===== src/design/io_map_pkg.sv =====
package io_map_pkg;

	// host CPU register window, all three sit in the 0x40xx page
	localparam logic [15:0] CPU_REG_FIFO_DATA = 16'h40F0; // data byte of the FIFO pair
	localparam logic [15:0] CPU_REG_FIFO_STAT = 16'h40F1; // empty flags of both FIFOs
	localparam logic [15:0] CPU_REG_STATUS    = 16'h40FF; // toggle, pend bits and signature

	// SPI command byte, first byte of every transaction
	localparam logic [7:0] CMD_MEM_WR = 8'hA0;
	localparam logic [7:0] CMD_MEM_RD = 8'hA1;

	// peripheral address space as seen from the SPI side
	// the config bytes occupy eight consecutive addresses, bits [2:0] pick the byte
	localparam logic [31:0] PI_CFG_BASE  = 32'h0001_8000;
	localparam logic [31:0] PI_FIFO_ADDR = 32'h0001_8100; // single port for both FIFO directions

	// both FIFOs hold this many bytes
	localparam int FIFO_DEPTH = 16;

	// fixed upper nibble of the status register
	localparam logic [3:0] STATUS_SIG = 4'hA;

	// system configuration block
	localparam int CFG_BYTES = 8;
	localparam int SYS_CFG_W = 64; // CFG_BYTES times eight bits

endpackage


===== src/design/io_bus_pkg.sv =====
package io_bus_pkg;

	// one byte of payload on either bus
	typedef logic [7:0] data_t;

	// host CPU access, one strobe cycle per access
	typedef struct packed
	{
		logic [15:0] addr;
		data_t       wdata;
		logic        rw;     // 1 for a read
		logic        strobe; // access is live this cycle
	} cpu_bus_t;

	// request from the SPI target toward the register block
	// valid is a single cycle pulse and there is no back-pressure
	typedef struct packed
	{
		logic        valid;
		logic        we;    // 1 writes wdata, 0 reads
		logic [31:0] addr;
		data_t       wdata;
	} pi_req_t;

endpackage


===== src/design/byte_fifo.sv =====
`timescale 1ns/1ps

module byte_fifo
#(
	parameter int DEPTH = io_map_pkg::FIFO_DEPTH
)
(
	input  logic              clk,
	input  logic              rst,
	input  logic              push,
	input  io_bus_pkg::data_t wdata,
	input  logic              pop,
	output io_bus_pkg::data_t rdata,
	output logic              empty,
	output logic              full
);

	localparam int AW = $clog2(DEPTH);

	io_bus_pkg::data_t mem [DEPTH];
	logic [AW:0]       wr_ptr;
	logic [AW:0]       rd_ptr;
	logic              do_push;
	logic              do_pop;

	// the extra pointer bit tells a full buffer from an empty one
	assign empty = wr_ptr == rd_ptr;
	assign full  = (wr_ptr[AW] != rd_ptr[AW]) && (wr_ptr[AW-1:0] == rd_ptr[AW-1:0]);

	assign do_push = push & ~full;  // a push into a full buffer is lost
	assign do_pop  = pop & ~empty;

	// show-ahead so the head byte is readable without a pop
	assign rdata = mem[rd_ptr[AW-1:0]];

	always_ff @(posedge clk)
	begin
		if (rst)
		begin
			wr_ptr <= '0;
			rd_ptr <= '0;
		end
		else
		begin
			if (do_push)
				wr_ptr <= wr_ptr + 1'b1;
			if (do_pop)
				rd_ptr <= rd_ptr + 1'b1;
		end
	end

	always_ff @(posedge clk)
	begin
		if (do_push)
			mem[wr_ptr[AW-1:0]] <= wdata;
	end

endmodule


===== src/design/spi_target.sv =====
`timescale 1ns/1ps

module spi_target
(
	input  logic                clk,
	input  logic                rst,
	input  logic                sck,
	input  logic                mosi,
	input  logic                ss_n,
	output logic                miso,
	output io_bus_pkg::pi_req_t pi_req,
	input  io_bus_pkg::data_t   pi_rdata
);

	logic              sck_meta, sck_s, sck_d;
	logic              mosi_meta, mosi_s;
	logic              ss_meta, ss_s;
	logic              sck_rise, sck_fall;
	logic [2:0]        bit_cnt;
	logic [2:0]        byte_cnt;  // counts header bytes, stops at 5
	logic              data_phase;
	logic [7:0]        cmd;
	logic [31:0]       addr;
	logic [6:0]        rx_sr;
	io_bus_pkg::data_t rx_byte;
	io_bus_pkg::data_t rd_buf;    // next byte to be shifted out
	logic [7:0]        tx_sr;
	logic              byte_done;
	logic              is_wr, is_rd;
	logic              issue;
	logic [31:0]       req_addr;

	// the SPI pins are asynchronous to clk, so every one goes through two flops
	always_ff @(posedge clk)
	begin
		if (rst)
		begin
			sck_meta <= 1'b0;
			sck_s    <= 1'b0;
			sck_d    <= 1'b0;
			ss_meta  <= 1'b1;
			ss_s     <= 1'b1;
		end
		else
		begin
			sck_meta <= sck;
			sck_s    <= sck_meta;
			sck_d    <= sck_s; // previous level for edge detection
			ss_meta  <= ss_n;
			ss_s     <= ss_meta;
		end
	end

	always_ff @(posedge clk)
	begin
		mosi_meta <= mosi;
		mosi_s    <= mosi_meta;
	end

	assign sck_rise  = ~ss_s & sck_s & ~sck_d;
	assign sck_fall  = ~ss_s & ~sck_s & sck_d;
	assign rx_byte   = {rx_sr, mosi_s}; // byte including the bit sampled right now
	assign byte_done = sck_rise & (bit_cnt == 3'd7);

	assign is_wr = cmd == io_map_pkg::CMD_MEM_WR;
	assign is_rd = cmd == io_map_pkg::CMD_MEM_RD;

	// the last header byte is the top address byte, so it is merged in directly
	assign req_addr = data_phase ? addr : {rx_byte, addr[23:0]};

	// a read goes out as soon as the address is complete, writes wait for their data byte
	assign issue = byte_done & (data_phase ? (is_wr | is_rd) : (byte_cnt == 3'd4) & is_rd);

	assign miso = ss_n | tx_sr[7]; // idles high outside a transaction

	always_ff @(posedge clk)
	begin
		if (rst || ss_s)
		begin
			bit_cnt    <= 3'd0;
			byte_cnt   <= 3'd0;
			data_phase <= 1'b0;
			cmd        <= 8'h00;
			rd_buf     <= 8'hFF;
			tx_sr      <= 8'hFF;
			pi_req     <= '0;
		end
		else
		begin
			pi_req.valid <= 1'b0;

			if (sck_rise)
				bit_cnt <= bit_cnt + 3'd1;

			if (byte_done && !data_phase)
			begin
				if (byte_cnt == 3'd0)
					cmd <= rx_byte;
				if (byte_cnt == 3'd4)
					data_phase <= 1'b1;
				byte_cnt <= byte_cnt + 3'd1;
			end

			// unknown commands never reach this point, their data bytes just pass
			if (issue)
			begin
				pi_req.valid <= 1'b1;
				pi_req.we    <= is_wr;
				pi_req.addr  <= req_addr;
				pi_req.wdata <= rx_byte;
			end

			// the register block answers in the same cycle as the request
			if (pi_req.valid && !pi_req.we)
				rd_buf <= pi_rdata;

			// bit_cnt has wrapped to zero on the falling edge that starts a new byte
			if (sck_fall)
				tx_sr <= (bit_cnt == 3'd0) ? rd_buf : {tx_sr[6:0], 1'b1};
		end
	end

	always_ff @(posedge clk)
	begin
		if (sck_rise)
			rx_sr <= rx_byte[6:0];

		if (byte_done && !data_phase)
		begin
			case (byte_cnt)
				3'd1: addr[7:0]   <= rx_byte; // address arrives least significant byte first
				3'd2: addr[15:8]  <= rx_byte;
				3'd3: addr[23:16] <= rx_byte;
				3'd4: addr[31:24] <= rx_byte;
				default: ;
			endcase
		end

		if (issue)
			addr <= req_addr + 32'd1;
	end

endmodule


===== src/design/io_hub.sv =====
`timescale 1ns/1ps

module io_hub
(
	input  logic                                 clk,
	input  logic                                 rst,
	input  io_bus_pkg::pi_req_t                  pi_req,
	output io_bus_pkg::data_t                    pi_rdata,
	input  io_bus_pkg::cpu_bus_t                 cpu,
	output io_bus_pkg::data_t                    cpu_rdata,
	output logic                                 cpu_oe,
	output logic [io_map_pkg::SYS_CFG_W-1:0]     sys_cfg,
	input  logic                                 mcu_busy,
	output logic                                 mcu_fifo_empty
);

	logic [io_map_pkg::CFG_BYTES-1:0][7:0] cfg;

	logic              pi_cfg_sel, pi_fifo_sel;
	logic              cpu_rd, cpu_wr;
	logic              hit_data, hit_fstat, hit_status;
	logic              to_cpu_push, to_cpu_pop, to_cpu_empty;
	logic              to_mcu_push, to_mcu_pop, to_mcu_empty;
	io_bus_pkg::data_t to_cpu_rdata, to_mcu_rdata;
	io_bus_pkg::data_t to_cpu_head, to_mcu_head;
	logic [7:0]        fifo_stat;
	logic [7:0]        status;
	logic              toggle, cfg_pend, cmd_pend;
	logic              busy_meta, busy_s, busy_d;
	logic              busy_fall;

	// peripheral side decode
	assign pi_cfg_sel  = pi_req.addr[31:3] == io_map_pkg::PI_CFG_BASE[31:3];
	assign pi_fifo_sel = pi_req.addr == io_map_pkg::PI_FIFO_ADDR;

	// an empty FIFO reads as 0xFF on both sides
	assign to_cpu_head = to_cpu_empty ? 8'hFF : to_cpu_rdata;
	assign to_mcu_head = to_mcu_empty ? 8'hFF : to_mcu_rdata;

	assign pi_rdata = pi_cfg_sel  ? cfg[pi_req.addr[2:0]] :
	                  pi_fifo_sel ? to_mcu_head : 8'hFF;

	// host CPU side decode
	assign cpu_rd     = cpu.strobe & cpu.rw;
	assign cpu_wr     = cpu.strobe & ~cpu.rw;
	assign hit_data   = cpu.addr == io_map_pkg::CPU_REG_FIFO_DATA;
	assign hit_fstat  = cpu.addr == io_map_pkg::CPU_REG_FIFO_STAT;
	assign hit_status = cpu.addr == io_map_pkg::CPU_REG_STATUS;

	assign fifo_stat = {to_cpu_empty, to_mcu_empty, 6'd1};
	assign status    = {io_map_pkg::STATUS_SIG, toggle, cfg_pend, cmd_pend, 1'b0};

	assign cpu_oe = cpu_rd & (hit_data | hit_fstat | hit_status);

	always_comb
	begin
		cpu_rdata = 8'hFF;
		if (cpu_rd)
		begin
			if (hit_data)
				cpu_rdata = to_cpu_head;
			else if (hit_fstat)
				cpu_rdata = fifo_stat;
			else if (hit_status)
				cpu_rdata = status; // value before the toggle flips
		end
	end

	// SPI writes feed the CPU, CPU writes feed the controller
	assign to_cpu_push = pi_req.valid & pi_req.we & pi_fifo_sel;
	assign to_cpu_pop  = cpu_rd & hit_data;
	assign to_mcu_push = cpu_wr & hit_data;
	assign to_mcu_pop  = pi_req.valid & ~pi_req.we & pi_fifo_sel;

	byte_fifo fifo_to_cpu
	(
		.clk   (clk),
		.rst   (rst),
		.push  (to_cpu_push),
		.wdata (pi_req.wdata),
		.pop   (to_cpu_pop),
		.rdata (to_cpu_rdata),
		.empty (to_cpu_empty),
		.full  ()
	);

	byte_fifo fifo_to_mcu
	(
		.clk   (clk),
		.rst   (rst),
		.push  (to_mcu_push),
		.wdata (cpu.wdata),
		.pop   (to_mcu_pop),
		.rdata (to_mcu_rdata),
		.empty (to_mcu_empty),
		.full  ()
	);

	assign busy_fall = busy_d & ~busy_s;
	assign sys_cfg   = cfg;

	always_ff @(posedge clk)
	begin
		if (rst)
		begin
			cfg            <= '0;
			toggle         <= 1'b0;
			cfg_pend       <= 1'b0;
			cmd_pend       <= 1'b0;
			busy_meta      <= 1'b0;
			busy_s         <= 1'b0;
			busy_d         <= 1'b0;
			mcu_fifo_empty <= 1'b1;
		end
		else
		begin
			if (pi_req.valid && pi_req.we && pi_cfg_sel)
				cfg[pi_req.addr[2:0]] <= pi_req.wdata;

			if (cpu_rd && hit_status)
				toggle <= ~toggle;

			// the CPU write has priority over the end of a controller command
			if (cpu_wr && hit_status)
				{cfg_pend, cmd_pend} <= cpu.wdata[2:1];
			else if (busy_fall)
				cmd_pend <= 1'b0;

			busy_meta <= mcu_busy;
			busy_s    <= busy_meta;
			busy_d    <= busy_s;

			mcu_fifo_empty <= to_mcu_empty;
		end
	end

endmodule


===== src/design/io_subsys_top.sv =====
`timescale 1ns/1ps

module io_subsys_top
(
	input  logic                 clk,
	input  logic                 rst,
	input  logic                 sck,
	input  logic                 mosi,
	input  logic                 ss_n,
	output logic                 miso,
	input  io_bus_pkg::cpu_bus_t cpu,
	output logic [7:0]           cpu_rdata,
	output logic                 cpu_oe,
	output logic [63:0]          sys_cfg,
	input  logic                 mcu_busy,
	output logic                 mcu_fifo_empty
);

	io_bus_pkg::pi_req_t pi_req;
	logic [7:0]          pi_rdata;

	// SPI side turns byte commands into single cycle register requests
	spi_target u_spi_target
	(
		.clk      (clk),
		.rst      (rst),
		.sck      (sck),
		.mosi     (mosi),
		.ss_n     (ss_n),
		.miso     (miso),
		.pi_req   (pi_req),
		.pi_rdata (pi_rdata)
	);

	io_hub u_io_hub
	(
		.clk            (clk),
		.rst            (rst),
		.pi_req         (pi_req),
		.pi_rdata       (pi_rdata),
		.cpu            (cpu),
		.cpu_rdata      (cpu_rdata),
		.cpu_oe         (cpu_oe),
		.sys_cfg        (sys_cfg),
		.mcu_busy       (mcu_busy),
		.mcu_fifo_empty (mcu_fifo_empty)
	);

endmodule


===== config.mk =====
export PLATFORM = sky130hd
export DESIGN_NAME = io_subsys_top
export DESIGN_NICKNAME = d
export VERILOG_FILES = /design/src/design/io_map_pkg.sv /design/src/design/io_bus_pkg.sv /design/src/design/byte_fifo.sv /design/src/design/spi_target.sv /design/src/design/io_hub.sv /design/src/design/io_subsys_top.sv
export SDC_FILE = /design/constraint.sdc
export NUM_CORES = 1
export LEC_CHECK = 0
export ABC_AREA = 1
export ABC_CLOCK_PERIOD_IN_PS = 3700
export BUFFER_PORTS_ARGS = -buffer_cell sky130_fd_sc_hd__clkbuf_2
export CORE_MARGIN = 2
export CORE_UTILIZATION = 37
export DETAILED_ROUTE_END_ITERATION = 10
export PLACE_DENSITY = 0.63
export SYNTH_ARGS = -nofsm -noshare
export SYNTH_HDL_FRONTEND = slang
export SYNTH_HIERARCHICAL = 1
export SYNTH_SLANG_ARGS = --single-unit

===== constraint.sdc =====
create_clock -name clk -period 3.7 [get_ports clk]
set_input_delay 0.37 -clock clk [delete_from_list [all_inputs] [get_ports clk]]
set_output_delay 0.37 -clock clk [all_outputs]
set_load 0.02 [all_outputs]

# Word-level counts from Yosys, hierarchy flattened
# Memory sizes are Yosys's and may differ from the RTL's. A register that Yosys moved wholly into a read port is not among the register bits.
# Index checks and enable logic that the tools add are counted.
[classes] addsub=7 n_mul=0 n_div=0 magnitude_cmp=2 n_eq_ne=18 shift=0 muxes=33 n_bitwise=36 n_reduce_logical=26
[op_table] operator="8-bit two-way mux" n=14
[op_table] operator="32-bit two-way mux" n=3
[op_table] operator="64-bit bitwise mux" n=1
[op_table] operator="16-bit by 15-bit equality test with 1-bit output (second input constant)" n=3
[op_table] operator="42-bit two-way mux" n=1
[op_table] operator="32-bit by 1-bit adder with 32-bit output (second input constant)" n=1
[op_table] operator="32-bit by 17-bit equality test with 1-bit output (second input constant)" n=1
[op_table] operator="29-bit by 14-bit equality test with 1-bit output (second input constant)" n=1
[op_table] operator="8-bit binary-select mux with 3-bit select" n=1
[op_table] operator="8-bit demux with 3-bit select" n=1
[op_table] operator="1-bit bitwise AND" n=21
[op_table] operator="5-bit by 1-bit adder with 5-bit output (second input constant)" n=4
[op_table] operator="8-bit equality test (second input constant)" n=2
[op_table] operator="4-bit two-way mux" n=4
[op_table] operator="2-bit AND reduction" n=6
[op_table] operator="2-bit nonzero test" n=6
[op_table] operator="1-bit inverter" n=11
[op_table] operator="5-bit equality test" n=2
[op_table] operator="1-bit logical AND" n=9
[op_table] operator="4-bit equality test" n=2
[op_table] operator="1-bit two-way mux" n=7
[op_table] operator="7-bit two-way mux" n=1
[op_table] operator="3-bit by 1-bit adder with 3-bit output (second input constant)" n=2
[op_table] operator="3-bit by 2-bit equality test with 1-bit output (second input constant)" n=2
[op_table] operator="other kinds (9)" n=16
[word_totals] regBits=210 latchBits=0 ramBits=256 rom_bits=0 out_inout_bits=75 word_cells=165 n_memories=2
[mem_list] memory="u_io_hub.fifo_to_cpu.mem" depth=16 width=8 read_ports=1 rd_ports_with_merged_regs=1 wr=1 line="byte_fifo.sv:20" rtl="io_bus_pkg::data_t mem [DEPTH];"
[mem_list] memory="u_io_hub.fifo_to_mcu.mem" depth=16 width=8 read_ports=1 rd_ports_with_merged_regs=1 wr=1 line="byte_fifo.sv:20"

# Depth between registers and ports, before layout
[depth] depth_word=7 depth_mapped=15

# Hierarchy
# Netlist, hierarchy kept.
[by_module_without_submodules] mod="byte_fifo at u_io_hub.fifo_to_mcu" n_inst=1 cells_per_inst=535 area_each_um2=6068.3 seq_area_each_um2=4124.0
[by_module_without_submodules] mod="byte_fifo at u_io_hub.fifo_to_cpu" n_inst=1 cells_per_inst=539 area_each_um2=6050.8 seq_area_each_um2=4124.0
[by_module_without_submodules] mod="spi_target" n_inst=1 cells_per_inst=711 area_each_um2=5542.8 seq_area_each_um2=2772.7
[by_module_without_submodules] mod="io_hub" n_inst=1 cells_per_inst=790 area_each_um2=4649.5 seq_area_each_um2=1421.4

# Least setup slack after synthesis
# No wires, ideal clock.
[synth_timing] path_type="register to register" startpoint="register, netlist name u_spi_target/pi_req[10]" endpoint="memory u_io_hub/fifo_to_cpu/mem[7][0] in the netlist's numbering, enable pin" setup_time_ns=0.383 t_arrival_ns=2.257 slack_ns=1.059 stages_incl_launch_ff=12 n_path_buf=2 cell_sequence="dfxtp_1 buf_6 clkinv_4 nand3_2 inv_2 nand2_1 nor2_4 nand2_1 nor2_1 clkbuf_1 nand2_1 nor3_1"
[synth_via] elab_chain_len=5
[synth_lines] element="32-bit by 17-bit equality test with 1-bit output" line="io_hub.sv:34" rtl="assign pi_fifo_sel = pi_req.addr == io_map_pkg::PI_FIFO_ADDR;"
[synth_lines] element="1-bit bitwise AND" line="io_hub.sv:70" rtl="assign to_cpu_push = pi_req.valid & pi_req.we & pi_fifo_sel;"
[synth_lines] element="via u_io_hub.to_cpu_push" line="io_hub.sv:22" rtl="logic to_cpu_push, to_cpu_pop, to_cpu_empty;"
[synth_lines] element="1-bit bitwise AND" line="byte_fifo.sv:30" rtl="assign do_push = push & ~full;"
[synth_lines] element="1-bit two-way mux" line="byte_fifo.sv:54" rtl="if (do_push)"
[synth_lines] element="1-bit two-way mux (not written as such)" line="byte_fifo.sv:55" rtl="mem[wr_ptr[AW-1:0]] <= wdata;"
[synth_lines] element="end, declared" line="byte_fifo.sv:20"
# The timed path passes the listed nets, and every way through them passes these cells.

# Final worst setup path
[layout_timing] startpoint="register, netlist name u_spi_target/pi_req[9]" endpoint="memory u_io_hub/fifo_to_cpu/mem[9][5] in the netlist's numbering, enable pin"
[layout_via] elab_chain_len=5
[layout_lines] element="32-bit by 17-bit equality test with 1-bit output" line="io_hub.sv:34"
[layout_lines] element="1-bit bitwise AND" line="io_hub.sv:70"
[layout_lines] element="via u_io_hub.to_cpu_push" line="io_hub.sv:22"
[layout_lines] element="1-bit bitwise AND" line="byte_fifo.sv:30"
[layout_lines] element="1-bit two-way mux" line="byte_fifo.sv:54"
[layout_lines] element="1-bit two-way mux (not written as such)" line="byte_fifo.sv:55"
# The timed path passes the listed nets, and every way through them passes these cells.

==> qor.yml <==
run_status:
  run_status: "finished, final reports clean"
drt:
  vias: 17629
  post_drt_via_cell_ratio: 5.06
  finalWirelength_mm: 58.0
  final_antenna_net_count: 0
  drt-met1-wl_mm: 24.9
  highest_layer: "met4"
  wl_met3_mm: 3.48
  firstDrtPassIters: 6
  dr.first_iter.drc_count: 1439
  dr_wl_met2_mm: 27.5
  drc_errors: 0
  routedWlPerCell_um: 16.6
finish:
  final_nets: 2712
  layout_common_cells: "550 x sky130_fd_sc_hd__nand2_1, 385 x sky130_fd_sc_hd__inv_1, 295 x sky130_fd_sc_hd__edfxtp_1"
  layout-drive-gt1-share_pct: 10.9
  num_antenna_cells: 0
  layout.cells.most_common: "sky130_fd_sc_hd__nand2_1"
  stdcell_count: 3486
  final_core_utilization_pct: 42.0
  areaGrowthSynthToFinish_pct: 13.1
  finalInstanceArea_um2: 25200
timing:
  grt_setup_unrepaired: "no"
  final.setup.worst_slack_ps: 461
  timing.final.max_slew_violations: 0
  finalSetupViolations: 0
  clock.fmax_mhz: 309
  timing.final.crit_share_pct: 87.5
  final-hold-violation-count: 0
  finalClockSkew_ps: 20.3
  whs_ps: 35.7
  setup-tns-final_ps: 0
  relSlewSlack_pct: 20.6
  min_period_ps: 3240
  worstMarginPinSlew_ps: 1190
placement:
  standard_cell_area_after_detailed_placement_um2: 23500
  numPortBuffers: 106
  dp_worst_setup_slack_ps: 548
  dp.final_hpwl_mm: 40.0
  post-place-cells: 3387
  gp_routability_congestion: 0.894
clock_tree:
  clock_insertion_delay_worst_skew_ps: 610
  cts.root.buffer_cell: "sky130_fd_sc_hd__clkbuf_16"
  cts.reportedPaths.clkPinSlew_ps: 60
  clock_sink_count: 474
  cts_buffers: 51
  clock_path_buffers: 3
  cts_max_level: 2
  cts_post_setup_buffers_inserted: 0
  cts_tree: "built"
worst_setup_path:
  timing_worst_setup_path_type: "reg -> reg"
  cp.required_ps: 3940
  arrival_ps: 3480
  critPathMaxFanout: 15
  crit_path_start_kind: "register"
  endpoint_kind: "register"
floorplanning:
  die_width_um: 250
  start_util_pct: 37.2
  floorplan.die_area_um2: 62300
  core-area_um2: 60000
  floorplan.io_pins: 107
  placementRows: 90
  floorplan.die.height_um: 250
global_route:
  first_global_vias: 16949
  overflow: 0
  grt_first_pass_wirelength_mm: 91.0
  antenna_found_initial: 0
  grt_max_degree: 85
  grtUsageTotal_pct: 18.3
job:
  cap_violations: 0
yosys:
  synth.net_count: 2625
  ys.warnings.count: 6
  post_synth_instance_area_um2: 22300
  syn_inst: 2574
  synth_area_per_cell_um2: 8.67
worst_hold_path:
  worstHoldPathType: "in -> reg"
pwr:
  power_mw: 10.8
  pwr_per_cell_area_nw_per_um2: 427
  vdd_ir_drop_max_v: 0.000381
  leakagePower_nw: 9.99
[report_power, final]
part           switching [mW]  internal [mW]
Combinational          0.0944         0.0355
Sequential            0.00391           5.58
Clock                    2.12           2.95
[flip-flops by register name, indices dropped and copies added, names as in the netlist, 7 cells and up, named ones only]
register                  cells
u_io_hub/sys_cfg             64
u_spi_target/rx_sr            7
u_io_hub/fifo_to_cpu/mem    128
u_spi_target/addr            32
u_spi_target/tx_sr            8
u_spi_target/pi_req          42
u_io_hub/fifo_to_mcu/mem    128
u_spi_target/cmd              8
u_spi_target/rd_buf           8
[metal layers]
| layer | vias to the layer above | track usage (%) |
|---|---|---|
| met4 | 0 | 7.23 |
| li1 | 8620 | - |
| met1 | 8324 | 23.8 |
| met5 | - | 0 |
| met3 | 131 | 3.20 |
| met2 | 554 | 30.5 |
[critical path, cell delays in order (launching register included)]
cell	delay, ps
sky130_fd_sc_hd__dfxtp_1	470
sky130_fd_sc_hd__inv_2	260
sky130_fd_sc_hd__nand3_2	140
sky130_fd_sc_hd__inv_2	190
sky130_fd_sc_hd__nand2_1	160
sky130_fd_sc_hd__nor2_4	210
sky130_fd_sc_hd__nand2_1	130
sky130_fd_sc_hd__nor2_1	150
sky130_fd_sc_hd__buf_4	190
sky130_fd_sc_hd__nand2_1	90
sky130_fd_sc_hd__inv_2	80
sky130_fd_sc_hd__nand2_1	190
sky130_fd_sc_hd__nor2_1	610
[area by class of cell]
cell class	count	area, um^2
Fill cell	5864	34800
Sequential cell	474	12500
Multi-Input combinational cell	1581	7710
Inverter	413	1560
Clock buffer	78	1530
Tap cell	782	978
Timing Repair Buffer	140	831
Clock inverter	18	166
[timing repair]
action | 4_1_cts | 5_1_grt
hold endpoints to repair | 3 | 0
resized for setup | 0 | 0
hold buffers | 3 | 0
[worst paths after layout]
check / to / slack, ps / from / cells past startpoint
worst min-delay path: u_spi_target/ss_meta / 40 / ss_n / 2
worst max-delay path: u_io_hub/fifo_to_cpu/mem[9][5] / 460 / u_spi_target/pi_req[9] / 12
worst min register to register: u_spi_target/mosi_s / 330 / u_spi_target/mosi_meta / 0
worst max register to register: u_io_hub/fifo_to_cpu/mem[9][5] / 460 / u_spi_target/pi_req[9] / 12
No activity file was read; power rests on OpenSTA's default activity.
